File: src/include/icache_defines.svh
`ifndef ICACHE_DEFINES_SVH
`define ICACHE_DEFINES_SVH

// cache geometry
`define ICACHE_WAYS        4
`define ICACHE_SETS        256
`define ICACHE_LINE_WORDS  4

// address split, tag | index | byte offset
`define ICACHE_TAG_W       20
`define ICACHE_INDEX_W     8
`define ICACHE_OFFSET_W    4

// data path
`define ICACHE_WORD_W      32

`endif

File: src/design/icache_mem_pkg.sv
`default_nettype none

`include "icache_defines.svh"

package icache_mem_pkg;

    // address fields
    typedef logic [`ICACHE_TAG_W-1:0]    tag_t;
    typedef logic [`ICACHE_INDEX_W-1:0]  index_t;
    typedef logic [`ICACHE_OFFSET_W-1:0] offset_t;
    typedef logic [`ICACHE_TAG_W+`ICACHE_INDEX_W+`ICACHE_OFFSET_W-1:0] addr_t;

    // data
    typedef logic [`ICACHE_WORD_W-1:0] word_t;
    // word 0 sits in the low bits
    typedef logic [`ICACHE_LINE_WORDS*`ICACHE_WORD_W-1:0] line_t;

    // bit n selects way n
    typedef logic [`ICACHE_WAYS-1:0] way_oh_t;

endpackage

`default_nettype wire

File: src/design/icache_way_select.sv
`timescale 1ns/1ns
`default_nettype none

`include "icache_defines.svh"

module icache_way_select (
    input  wire [`ICACHE_WAYS-1:0]       way_valid,
    input  wire [`ICACHE_WAYS-1:0]       way_hit,
    input  wire icache_mem_pkg::line_t   way_line [`ICACHE_WAYS],
    input  wire icache_mem_pkg::offset_t offset,
    output logic                         cache_hit,
    output icache_mem_pkg::way_oh_t      hit_way,
    output icache_mem_pkg::way_oh_t      victim_way,
    output icache_mem_pkg::word_t        hit_word
);

    icache_mem_pkg::line_t hit_line;

    assign cache_hit = |way_hit;
    assign hit_way   = way_hit;

    // hits are one-hot so an OR works as the mux
    always_comb begin
        hit_line = '0;
        for (int w = 0; w < `ICACHE_WAYS; w++) begin
            if (way_hit[w]) begin
                hit_line = hit_line | way_line[w];
            end
        end
    end

    assign hit_word = hit_line[offset[`ICACHE_OFFSET_W-1:2]*`ICACHE_WORD_W +: `ICACHE_WORD_W];

    // lowest invalid way wins, way 0 when the set is full
    always_comb begin
        victim_way = icache_mem_pkg::way_oh_t'(1);
        for (int w = `ICACHE_WAYS - 1; w >= 0; w--) begin
            if (!way_valid[w]) begin
                victim_way = icache_mem_pkg::way_oh_t'(1 << w);
            end
        end
    end

    // a tag lives in at most one way of a set
    assert final ($onehot0(way_hit));

endmodule

`default_nettype wire

File: config.mk
export PLATFORM = sky130hd
export DESIGN_NAME = icache_way_select
export DESIGN_NICKNAME = d
export VERILOG_FILES = /design/src/design/icache_mem_pkg.sv /design/src/design/icache_way_select.sv
export VERILOG_INCLUDE_DIRS = /design/src /design/src/include
export SDC_FILE = /design/constraint.sdc
export NUM_CORES = 1
export LEC_CHECK = 0
export BUFFER_PORTS_ARGS = -buffer_cell sky130_fd_sc_hd__buf_2
export CORE_AREA = 2 2 221 223
export DETAILED_ROUTE_END_ITERATION = 6
export DIE_AREA = 0 0 223 225
export PLACE_DENSITY_LB_ADDON = 0.05
export SYNTH_ARGS = -nofsm -noshare
export SYNTH_HDL_FRONTEND = slang
export SYNTH_SLANG_ARGS = --single-unit
File: constraint.sdc
create_clock -name vclk -period 1.6
set_clock_uncertainty 0.1 [all_clocks]
set_input_delay 0.16 -clock vclk [all_inputs]
set_output_delay 0.16 -clock vclk [all_outputs]
set_load 0.1 [all_outputs]
; ---- Word level (Yosys, flattened, before mapping)
; Index checks and enable logic that the tools add are counted.
[op_classes]
shifts = 1
mux = 8
bitwise_logic = 3
reduce_logical = 1
[ops]
columns = op, n
row1 = 128-bit 2-to-1 mux, 4
row2 = 128-bit OR, 3
row3 = 128-bit by 8-bit variable part select with 32-bit output, 1
row4 = 4-bit 2-to-1 mux, 4
row5 = 4-bit OR reduction, 1
[word_totals]
ff_bits = 0
in_bits = 524
output_inout_bits = 41

; ---- Depth between registers and ports, before layout
[logic_depth]
ltp_word = 8
mapped_depth = 6

; ---- Worst setup path before layout
; OpenSTA, ideal clock, no wires.
[synth_path]
path_kind = input-to-output
start = input port way_valid[0]
end = output port victim_way[3]
arrival_ns = 2.414
t_required_ns = 1.340
path_slack_ns = -1.074
cell_stages = 2
n_path_buf = 0
path_cell_list = nand2_1 > nor3b_1
[synth_between]
elab_chain_cells = 1
[synth_rtl]
columns = item, line
row1 = start: declaration, icache_way_select.sv:7  ; input wire [`ICACHE_WAYS-1:0] way_valid,
row2 = 4-bit 2-to-1 mux, icache_way_select.sv:38  ; if (!way_valid[w]) begin
row3 = end: declaration, icache_way_select.sv:13  ; output icache_mem_pkg::way_oh_t victim_way,
; Every way passes these cells.

; ---- Final worst setup path
[layout_path]
start = input port way_hit[0]
end = output port cache_hit
[layout_between]
elab_chain_cells = 1
[layout_rtl]
columns = item, line
row1 = start: declaration, icache_way_select.sv:8  ; input wire [`ICACHE_WAYS-1:0] way_hit,
row2 = 4-bit OR reduction, icache_way_select.sv:19  ; assign cache_hit = |way_hit;
row3 = end: declaration, icache_way_select.sv:11  ; output logic cache_hit,
; Every way passes these cells.

==> flow_metrics.py <==
metrics = {
    "worst_setup_path": {
        "arrival_ps": 1350,
        "worstSetupPathType": "input port to output port",
        "slowest_delay_ps": 550,
        "cp.required_ps": 1340,
        "path_max_fanout": 12,
        "slowest_stage": "or4_4",
        "worstPathCellList": "buf_16 > bufbuf_16 > or4_4 > buf_12",
        "cp.buffers_inverters": 3,
        "critPathTopFamily": "buffers and inverters",
        "endpoint_kind": "output port",
        "startpoint_type": "input port",
    },
    "routing": {
        "wirelength_um": 40700,
        "num_vias": 7223,
        "vias_per_cell": 4.16,
        "drc": 0,
        "drt_iter0_markers": 259,
        "postRouteAntennaNets": 0,
        "firstDrtPassIters": 4,
        "wl_per_cell_um": 23.4,
    },
    "grt": {
        "antenna_found_initial": 4,
        "grt_max_degree": 21,
        "grt_pass1_wl_um": 55000,
        "grt_pass1_vias": 7901,
        "overflow": 0,
        "track_usage_pct": 14.9,
    },
    "min_path": {
        "hold_end": "victim_way[3]",
        "worstHoldPathType": "input port to output port",
        "worstHoldStart": "way_valid[3]",
        "hold-path-cell-count": 3,
    },
    "cells_and_area": {
        "nets": 1646,
        "fillers": 5431,
        "seq_cell_count": 0,
        "n_clock_buffer": 0,
        "area.growth.synth_to_final_pct": 200,
        "regArea_sq_um": 0,
        "drive_gt1_share_pct": 78.3,
        "multi_input_area_sq_um": 3930,
    },
    "power_and_ir_drop": {
        "power.total_mw": 3.82,
        "powerDensity_nw_per_um2": 381,
        "peakVddDrop_v": 0.000163,
        "p_leak_nw": 4.62,
    },
    "synthesis": {
        "yosys-top-cells-area": "a22oi_1, and3_1, nand3_1",
        "synth_area_per_cell_sq_um": 6.69,
        "yosysWarnings": 0,
        "yosys-top-cells-count": "a22oi_1, nand3_1, and3_1",
        "synth_top_area_share_pct": 50.3,
        "synth_most_common_cell": "a22oi_1",
        "syn-cell-area_sq_um": 3340,
        "synth_largest_area_cell": "a22oi_1",
        "syn-num-nets": 1023,
        "yosysSeqAreaShare_pct": 0,
        "synthCells": 499,
        "synth_cell_types": 17,
    },
    "sta": {
        "setup_tns_ps": -43.0,
        "drv_slew": 0,
        "fin_crit_sh_pct": 101,
        "worst_pin_slew_ps": 493,
        "fin_ws_ps": -13.7,
        "rsz0062_at_grt": "yes",
        "min_period_ps": 1610,
        "hold_viol": 0,
        "slew_headroom_pct": 67.4,
        "fmax_mhz": 620,
        "setup_viol": 4,
    },
    "floorplan": {
        "die_area_sq_um": 50200,
        "die_h_um": 225,
        "rows": 80,
        "io_pins": 565,
        "die_w_um": 223,
        "core_region_area_sq_um": 47500,
        "initial_core_util_pct": 7.03,
    },
    "status": {
        "failed_checks": "setup timing",
        "status": "complete, but fails checks",
    },
    "place": {
        "portBuffers": 563,
        "post-dp-hpwl_um": 30800,
        "gp_congestion": 0.778,
    },
    "flow_run": {
        "max_cap_viol_count": 0,
    },
    "clock_network": {
        "hold_buffers": 0,
    },
}
## cell usage in the layout, fill, tap and decap left out, types with 2 or more instances in the layout
master and instances:
a21oi_4 3, a21oi_1 4, bufbuf_16 5, buf_6 19, nand2_1 2, diode_2 3, a221oi_2 17, buf_4 56
buf_12 59, a21oi_2 25, buf_16 15, a221oi_1 6, nand3_1 60, nand3_2 5, clkbuf_16 4, a22oi_1 154
a221oi_4 9, a22oi_2 70, and3_1 17, buf_2 520, and3_4 46, buf_8 15
## worst min-delay path, cell delays in order
cell	delay, ps
buf_2	100
nor3b_2	40
buf_2	280
## where the power goes
group	leakage (nW)	total (mW)	switching, mW	internal, mW
Sequential	0	0	0	0
Clock	0.0000190	0.000000251	0	0.000000251
Combinational	4.62	3.82	2.00	1.82
## how the worst max path moves through the flow
stage,from,to,cells after the start
after CTS,way_hit[2],hit_word[21],8
final,way_hit[0],cache_hit,4
after global placement,way_hit[1],hit_word[7],7
after detailed placement,way_hit[1],hit_word[15],7
after global routing,way_hit[2],hit_word[19],8
after floorplan,way_valid[0],victim_way[3],2
## metrics by stage
stage	cells	area (sq um)	hold WS [ps]	setup WS (ps)	utilization, %
after detailed placement	1701	8100	639	-391	17.0
after floorplan	499	3390	395	-107	-
after CTS	1723	9470	638	-50.0	19.9
after global routing	1738	10000	644	-73.0	21.1
final	1738	10000	640	-13.7	21.1
after global placement	1701	8100	641	-340	17.0
## metal layers
| layer | vias up | global-route usage (%) | wire length, um |
|---|---|---|---|
| met5 | - | 0 | 16 |
| met4 | 2 | 2.38 | 596 |
| met3 | 28 | 2.50 | 2180 |
| met2 | 292 | 30.4 | 22700 |
| met1 | 3489 | 16.0 | 15100 |
| li1 | 3412 | - | - |
## cells by family after synthesis
| family | count (synthesis) | synth area share, % |
|---|---|---|
| compound gates | 288 | 63.5 |
| simple gates | 139 | 23.6 |
| buf+inv | 72 | 12.8 |
## what timing repair did
item / in CTS / in global routing
setup buffers: 9 / 10
endpoints found under the setup margin: 33 / 33
hold endpoints to repair: 0 / 0
cloned: 14 / 4
pin swaps: 65 / 38
resized for setup: 199 / 81
## layout make-up
class                           count  area share (%)
Antenna cell                        3          0.0749
Multi-Input combinational cell    427            39.2
Tap cell                          615            7.67
Timing Repair Buffer              693            53.0
Note: power is estimated with default switching activity, not from simulation.
