File: config.mk
export PLATFORM = sky130hd
export DESIGN_NAME = icache_ctrl
export DESIGN_NICKNAME = d
export VERILOG_FILES = /design/src/design/icache_ctrl_pkg.sv /design/src/design/icache_mem_pkg.sv /design/src/design/icache_ctrl.sv
export VERILOG_INCLUDE_DIRS = /design/src /design/src/include
export SDC_FILE = /design/constraint.sdc
export NUM_CORES = 1
export LEC_CHECK = 0
export ABC_CLOCK_PERIOD_IN_PS = 4600
export BUFFER_PORTS_ARGS = -buffer_cell sky130_fd_sc_hd__clkbuf_2
export CAP_MARGIN = 20
export CELL_PAD_IN_SITES_DETAIL_PLACEMENT = 1
export CELL_PAD_IN_SITES_GLOBAL_PLACEMENT = 1
export CORE_ASPECT_RATIO = 0.8
export CORE_MARGIN = 1.5
export CORE_UTILIZATION = 40
export DETAILED_ROUTE_END_ITERATION = 12
export GPL_ROUTABILITY_DRIVEN = 0
export PLACE_DENSITY = 0.85
export RECOVER_POWER = 50
export SETUP_SLACK_MARGIN = 0.3
export SLEW_MARGIN = 20
export SYNTH_ARGS = -nofsm -noshare
export SYNTH_HDL_FRONTEND = slang
export SYNTH_SLANG_ARGS = --single-unit
File: constraint.sdc
create_clock -name clk -period 4.6 [get_ports clk]
set_input_delay 0.46 -clock clk [delete_from_list [all_inputs] [get_ports clk]]
set_output_delay 0.46 -clock clk [all_outputs]
set_load 0.01 [all_outputs]
File: src/include/icache_defines.svh
`ifndef ICACHE_DEFINES_SVH
`define ICACHE_DEFINES_SVH

// cache geometry
`define ICACHE_WAYS        4
`define ICACHE_SETS        256
`define ICACHE_LINE_WORDS  4

// address split, tag | index | byte offset
`define ICACHE_TAG_W       20
`define ICACHE_INDEX_W     8
`define ICACHE_OFFSET_W    4

// data path
`define ICACHE_WORD_W      32

`endif

File: src/design/icache_ctrl_pkg.sv
`default_nettype none

package icache_ctrl_pkg;

    // controller FSM states
    typedef enum logic [2:0] {
        idle,
        lookup,
        replace,
        refill,
        retry
    } state_e;

    // cacop operations; mode 0 is not supported
    typedef enum logic [1:0] {
        index_inv = 2'd1,
        hit_inv   = 2'd2
    } cacop_op_e;

    // bus read size
    typedef enum logic [2:0] {
        rd_word = 3'b010,
        rd_line = 3'b100
    } rd_type_e;

endpackage

`default_nettype wire

File: src/design/icache_mem_pkg.sv
`default_nettype none

`include "icache_defines.svh"

package icache_mem_pkg;

    // address fields
    typedef logic [`ICACHE_TAG_W-1:0]    tag_t;
    typedef logic [`ICACHE_INDEX_W-1:0]  index_t;
    typedef logic [`ICACHE_OFFSET_W-1:0] offset_t;
    typedef logic [`ICACHE_TAG_W+`ICACHE_INDEX_W+`ICACHE_OFFSET_W-1:0] addr_t;

    // data
    typedef logic [`ICACHE_WORD_W-1:0] word_t;
    // word 0 sits in the low bits
    typedef logic [`ICACHE_LINE_WORDS*`ICACHE_WORD_W-1:0] line_t;

    // bit n selects way n
    typedef logic [`ICACHE_WAYS-1:0] way_oh_t;

endpackage

`default_nettype wire

File: src/design/icache_ctrl.sv
`timescale 1ns/1ns
`default_nettype none

`include "icache_defines.svh"

module icache_ctrl (
    input  wire                              clk,
    input  wire                              resetn,
    input  wire                              valid,
    input  wire                              uncache_en,
    input  wire                              cacop_en,
    input  wire icache_ctrl_pkg::cacop_op_e  cacop_mode,
    input  wire icache_mem_pkg::tag_t        tag,
    input  wire icache_mem_pkg::index_t      index,
    input  wire icache_mem_pkg::offset_t     offset,
    input  wire                              cache_hit,
    input  wire icache_mem_pkg::way_oh_t     hit_way,
    input  wire icache_mem_pkg::way_oh_t     victim_way,
    input  wire icache_mem_pkg::word_t       hit_word,
    input  wire                              rd_rdy,
    input  wire                              ret_valid,
    input  wire                              ret_last,
    input  wire icache_mem_pkg::word_t       ret_data,
    output icache_mem_pkg::index_t           req_index,
    output icache_mem_pkg::tag_t             req_tag,
    output icache_mem_pkg::offset_t          req_offset,
    output icache_mem_pkg::line_t            fill_line,
    output icache_mem_pkg::way_oh_t          fill_way,
    output icache_mem_pkg::way_oh_t          inval_way,
    output logic                             addr_ok,
    output logic                             data_ok,
    output logic                             cacop_data_ok,
    output logic                             busy,
    output logic                             rd_req,
    output icache_ctrl_pkg::rd_type_e        rd_type,
    output icache_mem_pkg::addr_t            rd_addr,
    output icache_mem_pkg::word_t            rdata
);

    icache_ctrl_pkg::state_e               state;
    icache_mem_pkg::tag_t                  buf_tag;
    icache_mem_pkg::index_t                buf_index;
    icache_mem_pkg::offset_t               buf_offset;
    icache_ctrl_pkg::cacop_op_e            buf_mode;
    logic                                  buf_uncache;
    logic                                  buf_cacop;
    logic [$clog2(`ICACHE_LINE_WORDS)-1:0] beat_cnt;
    icache_mem_pkg::word_t                 line_buf [`ICACHE_LINE_WORDS];
    logic                                  take;
    logic                                  last_beat;

    assign take      = (valid || cacop_en) && state == icache_ctrl_pkg::idle;
    assign last_beat = state == icache_ctrl_pkg::refill && ret_valid && ret_last;

    always_ff @(posedge clk) begin
        if (!resetn) begin
            state       <= icache_ctrl_pkg::idle;
            buf_uncache <= 1'b0;
            buf_cacop   <= 1'b0;
            beat_cnt    <= '0;
        end else begin
            case (state)
                icache_ctrl_pkg::idle: begin
                    if (take) begin
                        state <= icache_ctrl_pkg::lookup;
                    end
                end
                icache_ctrl_pkg::lookup: begin
                    // cacop and cached hits finish here
                    if (buf_cacop || (cache_hit && !buf_uncache)) begin
                        state <= icache_ctrl_pkg::idle;
                    end else begin
                        state <= icache_ctrl_pkg::replace;
                    end
                end
                icache_ctrl_pkg::replace: begin
                    if (rd_rdy) begin
                        state <= icache_ctrl_pkg::refill;
                    end
                end
                icache_ctrl_pkg::refill: begin
                    if (ret_valid && ret_last) begin
                        if (buf_uncache) begin
                            state <= icache_ctrl_pkg::idle;
                        end else begin
                            state <= icache_ctrl_pkg::retry;
                        end
                    end
                end
                icache_ctrl_pkg::retry: begin
                    state <= icache_ctrl_pkg::idle;
                end
                default: begin
                    state <= icache_ctrl_pkg::idle;
                end
            endcase
            if (take) begin
                // cacop always goes through the arrays
                buf_uncache <= uncache_en && !cacop_en;
                buf_cacop   <= cacop_en;
            end
            if (state == icache_ctrl_pkg::replace) begin
                beat_cnt <= '0;
            end else if (state == icache_ctrl_pkg::refill && ret_valid) begin
                beat_cnt <= beat_cnt + 1'b1;
            end
        end
    end

    // request payload and line buffer
    always_ff @(posedge clk) begin
        if (take) begin
            buf_tag    <= tag;
            buf_index  <= index;
            buf_offset <= offset;
            buf_mode   <= cacop_mode;
        end
        if (state == icache_ctrl_pkg::refill && ret_valid) begin
            line_buf[beat_cnt] <= ret_data;
        end
    end

    // last beat bypasses the buffer so the line is whole at the fill edge
    always_comb begin
        for (int w = 0; w < `ICACHE_LINE_WORDS; w++) begin
            if (w == beat_cnt) begin
                fill_line[w*`ICACHE_WORD_W +: `ICACHE_WORD_W] = ret_data;
            end else begin
                fill_line[w*`ICACHE_WORD_W +: `ICACHE_WORD_W] = line_buf[w];
            end
        end
    end

    assign fill_way = (last_beat && !buf_uncache) ? victim_way : '0;

    always_comb begin
        inval_way = '0;
        if (state == icache_ctrl_pkg::lookup && buf_cacop) begin
            case (buf_mode)
                // way number comes from the low offset bits
                icache_ctrl_pkg::index_inv: inval_way[buf_offset[1:0]] = 1'b1;
                icache_ctrl_pkg::hit_inv: begin
                    if (cache_hit) begin
                        inval_way = hit_way;
                    end
                end
                default: inval_way = '0;
            endcase
        end
    end

    assign req_index     = buf_index;
    assign req_tag       = buf_tag;
    assign req_offset    = buf_offset;
    assign addr_ok       = state == icache_ctrl_pkg::lookup;
    assign cacop_data_ok = state == icache_ctrl_pkg::lookup && buf_cacop;
    assign busy          = state != icache_ctrl_pkg::idle;
    assign rd_req        = state == icache_ctrl_pkg::replace;
    assign rdata         = buf_uncache ? ret_data : hit_word;

    always_comb begin
        if (buf_uncache) begin
            data_ok = last_beat;
        end else begin
            data_ok = cache_hit && ((state == icache_ctrl_pkg::lookup && !buf_cacop) ||
                                    state == icache_ctrl_pkg::retry);
        end
    end

    // uncached reads fetch the exact word, refills the aligned line
    always_comb begin
        if (buf_uncache) begin
            rd_type = icache_ctrl_pkg::rd_word;
            rd_addr = {buf_tag, buf_index, buf_offset};
        end else begin
            rd_type = icache_ctrl_pkg::rd_line;
            rd_addr = {buf_tag, buf_index, icache_mem_pkg::offset_t'(0)};
        end
    end

    // the freshly refilled line has to hit in retry
    assert property (@(posedge clk) disable iff (!resetn)
        state == icache_ctrl_pkg::retry |-> cache_hit);

    assert property (@(posedge clk) disable iff (!resetn)
        cacop_en && !busy |-> cacop_mode != 2'd0);

endmodule

`default_nettype wire

== Word level (Yosys, flattened, before mapping) ==
Memories as Yosys holds them, arrays and structs flattened.
Cells that the tools add are included.
Operators by class
  magnitude comparators: 2
  reduce and logical (&&, ||, !) cells: 22
  equality and inequality tests: 12
  bitwise operators: 1
  multiplexer cells: 22
  $add $sub $neg: 1
Operators by type and width (number)
  2-to-1 mux 32 bit: 5
  2-to-1 mux 4 bit: 4
  2-to-1 mux 3 bit: 5
  one-hot mux 3 bit (4 select lines): 1
  logical AND 1 bit: 11
  one-hot mux 4 bit (2 select lines): 1
  == test 3 x 2 -> 1 bit, second input constant: 2
  != test 2 bit, second input constant: 3
  == test 2 bit, first input constant: 2
  2-to-1 mux 1 bit: 4
  == test 3 x 1 -> 1 bit, second input constant: 1
  == test 3 bit, second input constant: 1
  zero test 1 bit: 3
  zero test 3 bit: 1
  logical OR 1 bit: 3
  < comparator 2 x 3 -> 1 bit, second input constant: 1
  AND reduction 3 bit: 1
  nonzero test 3 bit: 1
  adder 2 x 1 -> 2 bit, second input constant: 1
  demux 1 bit (select 2 bit): 1
  == test 1 x 2 -> 1 bit, first input constant: 1
  == test 2 x 1 -> 1 bit, second input constant: 1
  == test 2 bit, second input constant: 1
  greater-or-equal comparator 2 x 1 -> 1 bit, second input constant: 1
  4 further kinds: 4
Storage, ports and cells
  flip-flop bits (word level): 41
  logic and storage cells: 69
  memories kept: 1
  RAM bits: 128
Memory list
  line_buf: words 4, bits a word 32, read ports 4, clocked after Yosys merged registers in 0, write ports 1, RTL line icache_ctrl.sv:48  | icache_mem_pkg::word_t line_buf [`ICACHE_LINE_WORDS];

== Logic depth before layout (Yosys ltp) ==
  depth in word-level cells: 6
  gate-level depth with buffers: 5
  depth with buffers taken out: 5

== Worst setup path after synthesis ==
No wires, ideal clock.
  path type: reg2reg
  start: register state[0]
  end: register buf_mode[0], enable pin
  setup time: 0.425 ns
  slack: 1.935 ns
  period minus slack after synthesis: 2.665 ns
  stages on the path, launching flop included: 5
  data arrival time: 2.240 ns
  data required time: 4.175 ns
  cells stage by stage: dfxtp_1 buf_2 nor3_2 inv_2 nor2_1
On the way
  word-level cells in the longest chain between the ends: 2
Ends and longest elaborated chain
  start: declaration: RTL line icache_ctrl.sv:40  | icache_ctrl_pkg::state_e state;
  start signal: assignment: RTL line icache_ctrl.sv:57  | state <= icache_ctrl_pkg::idle;
  start signal: assignment: RTL line icache_ctrl.sv:65  | state <= icache_ctrl_pkg::lookup;
  start signal: assignment: RTL line icache_ctrl.sv:71  | state <= icache_ctrl_pkg::idle;
  zero test 3 bit: RTL line icache_ctrl.sv:52  | assign take = (valid || cacop_en) && state == icache_ctrl_pkg::idle;
  logical AND 1 bit: RTL line icache_ctrl.sv:52
  via take: RTL line icache_ctrl.sv:49  | logic take;
  end signal: assignment: RTL line icache_ctrl.sv:116  | buf_mode <= cacop_mode;
  end: declaration: RTL line icache_ctrl.sv:44  | icache_ctrl_pkg::cacop_op_e buf_mode;
The timed path passes the listed nets, and every way through them passes these cells.
A chain may end at the register's enable or synchronous reset.

== Final worst setup path ==
  start: register buf_uncache
  end: output fill_way[0]
On the way
  word-level cells in the longest chain between the ends: 3
Ends and longest elaborated chain
  start: declaration: RTL line icache_ctrl.sv:45  | logic buf_uncache;
  start signal: assignment: RTL line icache_ctrl.sv:99  | buf_uncache <= uncache_en && !cacop_en;
  zero test 1 bit: RTL line icache_ctrl.sv:134  | assign fill_way = (last_beat && !buf_uncache) ? victim_way : '0;
  logical AND 1 bit: RTL line icache_ctrl.sv:134
  2-to-1 mux 4 bit: RTL line icache_ctrl.sv:134
  end: declaration: RTL line icache_ctrl.sv:28  | output icache_mem_pkg::way_oh_t fill_way,
No other way between the ends.

==> results.md <==
- Status: complete, but fails checks
- Violated checks: max-capacitance violations, max-slew violations
- Reg2Reg Capture Point: req_tag[7]
- Grt ovf: 0
- Largest stage delay on the critical path: ~1.7 ns
- Max clock buf depth: 2
- Final Hold Viols: 0
- Worst slew pin tran: 2.05 ns
- Critical-path cell list: nand4b_1 > nor2_1 > and2_1 > clkbuf_2
- CP Capture Type: output pin
- R2R setup slack: 1.53 ns
- Mapped Nets: 585
- Cell taking the most area after synthesis: edfxtp_1
- Peak supply drop: 0.224 mV
- Relative slew slack: -0.370
- Slew Viols, Final: 79
- Ant diodes: 0
- Post-synth ARST share: 0
- Die Area: 0.0200 mm2
- Netlist cell types: 37
- Critical-path top delay cell: dfxtp_1
- Worst Path Required: between 4 and 5 ns
- Routed WL: 21.6 mm
- Most frequent cell after synthesis: edfxtp_1
- Worst Path Arrival: 2.80 ns
- Multi-input logic area: roughly 0.0023 mm2
- Root Buffer: clkbuf_16
- CTS tree: yes
- Cell Pwr Density: 378 mW/mm2
- Rows: 45
- WS Path Type: reg -> out
- Synthesized area: approximately 0.0077 mm2
- FF+latch count, synth: 169
- Final setup TNS: 0 ns
- Tmin final: 3.26 ns
- Post-route ant nets: 0
- MaxCap Viol Count: 2
- Hold Path Origin: tag[11]
- RSZ-0062 raised after global routing: no
- Vias in the first global route: 5440
- Share of cells above drive strength 1: 0.555
- Top post-synthesis cells by count: edfxtp_1, mux2_2, buf_4
- WP buf/inv: 1
- Hold Path End: req_tag[11]
- Ys Warns: 0
- Number of H-tree levels: 4
- Core Footprint: 0.0189 mm2
- First-pass GRT wire length: 32.4 mm
- Period utilization: 0.709
- Via count: about 5200
- I/O Buffers: 353
- Clock skew: 0.0105 ns
- Cts bufs inserted: 17
- Synth Area per Inst: 16.5 um2
- Post-synth EDFFs: 162
- Initial core utilization: 0.407
- Die span in y: between 100 and 150 um
- Final setup fails: 0
- DR vias/cell: 4.95
- Max Fclk: 0.307 GHz
- Top delay family on crit path: flip-flops
- Post-CTS Setup Inserts: 0
- Final Total Pwr: 0.00375 W
- Clk pin slew, worst setup/hold paths: 0.07 ns
- Pin count of the biggest net entering global routing: 44
- Main synth FF type: edfxtp_1
- Synthesized instance count: 464
- Initial antenna violation count: 0
- Ports: 355
- FF/Latch Area: 0.00500 mm2
- Final net count: ~900
- Post-DR wirelength/cell: 20.5 um
- Leading post-synthesis cells by cell area: edfxtp_1, mux2_2, buf_4, dfxtp_1, buf_2
- CP Launch Type: register
- Pleak: 3.76 nW
- CTS Sinks: 169
- Hold-fix buffers, CTS: 0
- Reg2reg start: state[0]
- Cells on Worst Hold Path: 1
- Initial DRC Count: 288
- Layout area overhead: 29.3%
- Worst hold-check path type: in -> reg
- Reg2reg path depth: 4
- DRC errors left: 0
- Gr usage total: 0.218
- HPWL after DPL: 15.2 mm
- Pre-antenna DRT Iters: 4
- Peak fanout along the critical path: 43
- CTS-repair resized insts: 0
- Sequential-to-total area share from yosys stat: 0.652
- Die W: around 160 um
- Top cell type's share of synthesized area: 0.634
- Clk_lat worst skew: 0.43 ns
- Fillcell total: 2038
layer usage:
layer | global-route usage | wire length (um) | vias to the layer above
met3 | 0.0509 | 1370 | 16
met1 | 0.291 | 9340 | 2619
li1 | - | - | 2371
met2 | 0.358 | 10700 | 210
met5 | 0 | 0 | -
met4 | 0.0527 | 204 | 0
stage by stage:
step	cells	utilization	hold WS, ns	setup slack (ns)	cell area, um2
after detailed placement	1022	0.501	0.525	2.03	9450
final	1054	0.526	0.203	1.34	9930
after floorplan	464	-	0.484	1.93	7680
after global routing	1054	0.526	0.178	1.13	9930
after global placement	1022	0.501	0.502	2.13	9450
after CTS	1054	0.535	0.182	1.79	10100
logic make-up after synthesis:
kind of cell             Yosys count  synth area share
flip-flops                       169             0.652
adder cells (fa/ha/maj)            6           0.00978
multiplexers                     160             0.235
AND/OR/NAND/NOR                   47            0.0378
other                              1          0.000489
buffers and inverters             62            0.0489
AO/OA/AOI/OAI                     19            0.0163
layout make-up:
type | instances | share of cell area
inverters | 8 | 0.00303
repair buffers | 354 | 0.164
multi-input cells | 233 | 0.232
clock buffers | 17 | 0.0429
well taps | 258 | 0.0325
flip-flops and latches | 169 | 0.504
clock inverters | 15 | 0.0214
worst max-delay path by stage:
| stage | startpoint | to | slack [ns] | cells after the start |
|---|---|---|---|---|
| after CTS | beat_cnt[0] | fill_line[1] | 1.79 | 4 |
| final | buf_uncache | fill_way[0] | 1.34 | 4 |
| after floorplan | state[0] | buf_mode[0] | 1.93 | 4 |
| after global placement | beat_cnt[0] | line_buf[3][18] | 2.13 | 2 |
| after global routing | buf_uncache | fill_way[2] | 1.13 | 4 |
| after detailed placement | beat_cnt[0] | line_buf[0][14] | 2.03 | 3 |
report_power, final:
part	leakage [nW]	internal [W]	switching [W]
clock network	0.312	0.000924	0.000637
logic	1.91	0.000150	0.000238
registers	1.54	0.00176	0.0000480
total	3.76	0.00283	0.000923
sequential cells by signal, summed over array words and instances, names as in the netlist, 2 cells and up:
signal / cells
beat_cnt: 2
buf_mode: 2
line_buf: 128
req_index: 8
req_offset: 4
req_tag: 20
state: 3
cell usage in the layout, fill, tap and decap left out, drive strengths merged, types with 2 or more instances in the layout:
| master | n |
|---|---|
| clkbuf | 371 |
| edfxtp | 162 |
| mux2 | 160 |
| inv | 13 |
| and2 | 13 |
| a21oi | 7 |
| dfxtp | 7 |
| nand3 | 6 |
| nor2 | 6 |
| ha | 6 |
| o21ai | 5 |
| clkinv | 5 |
| nand2 | 4 |
| bufinv | 4 |
| nand2b | 4 |
| nor3b | 3 |
| nand3b | 3 |
| nor3 | 2 |
| nor2b | 2 |
Power figures use the tool's default switching activity.
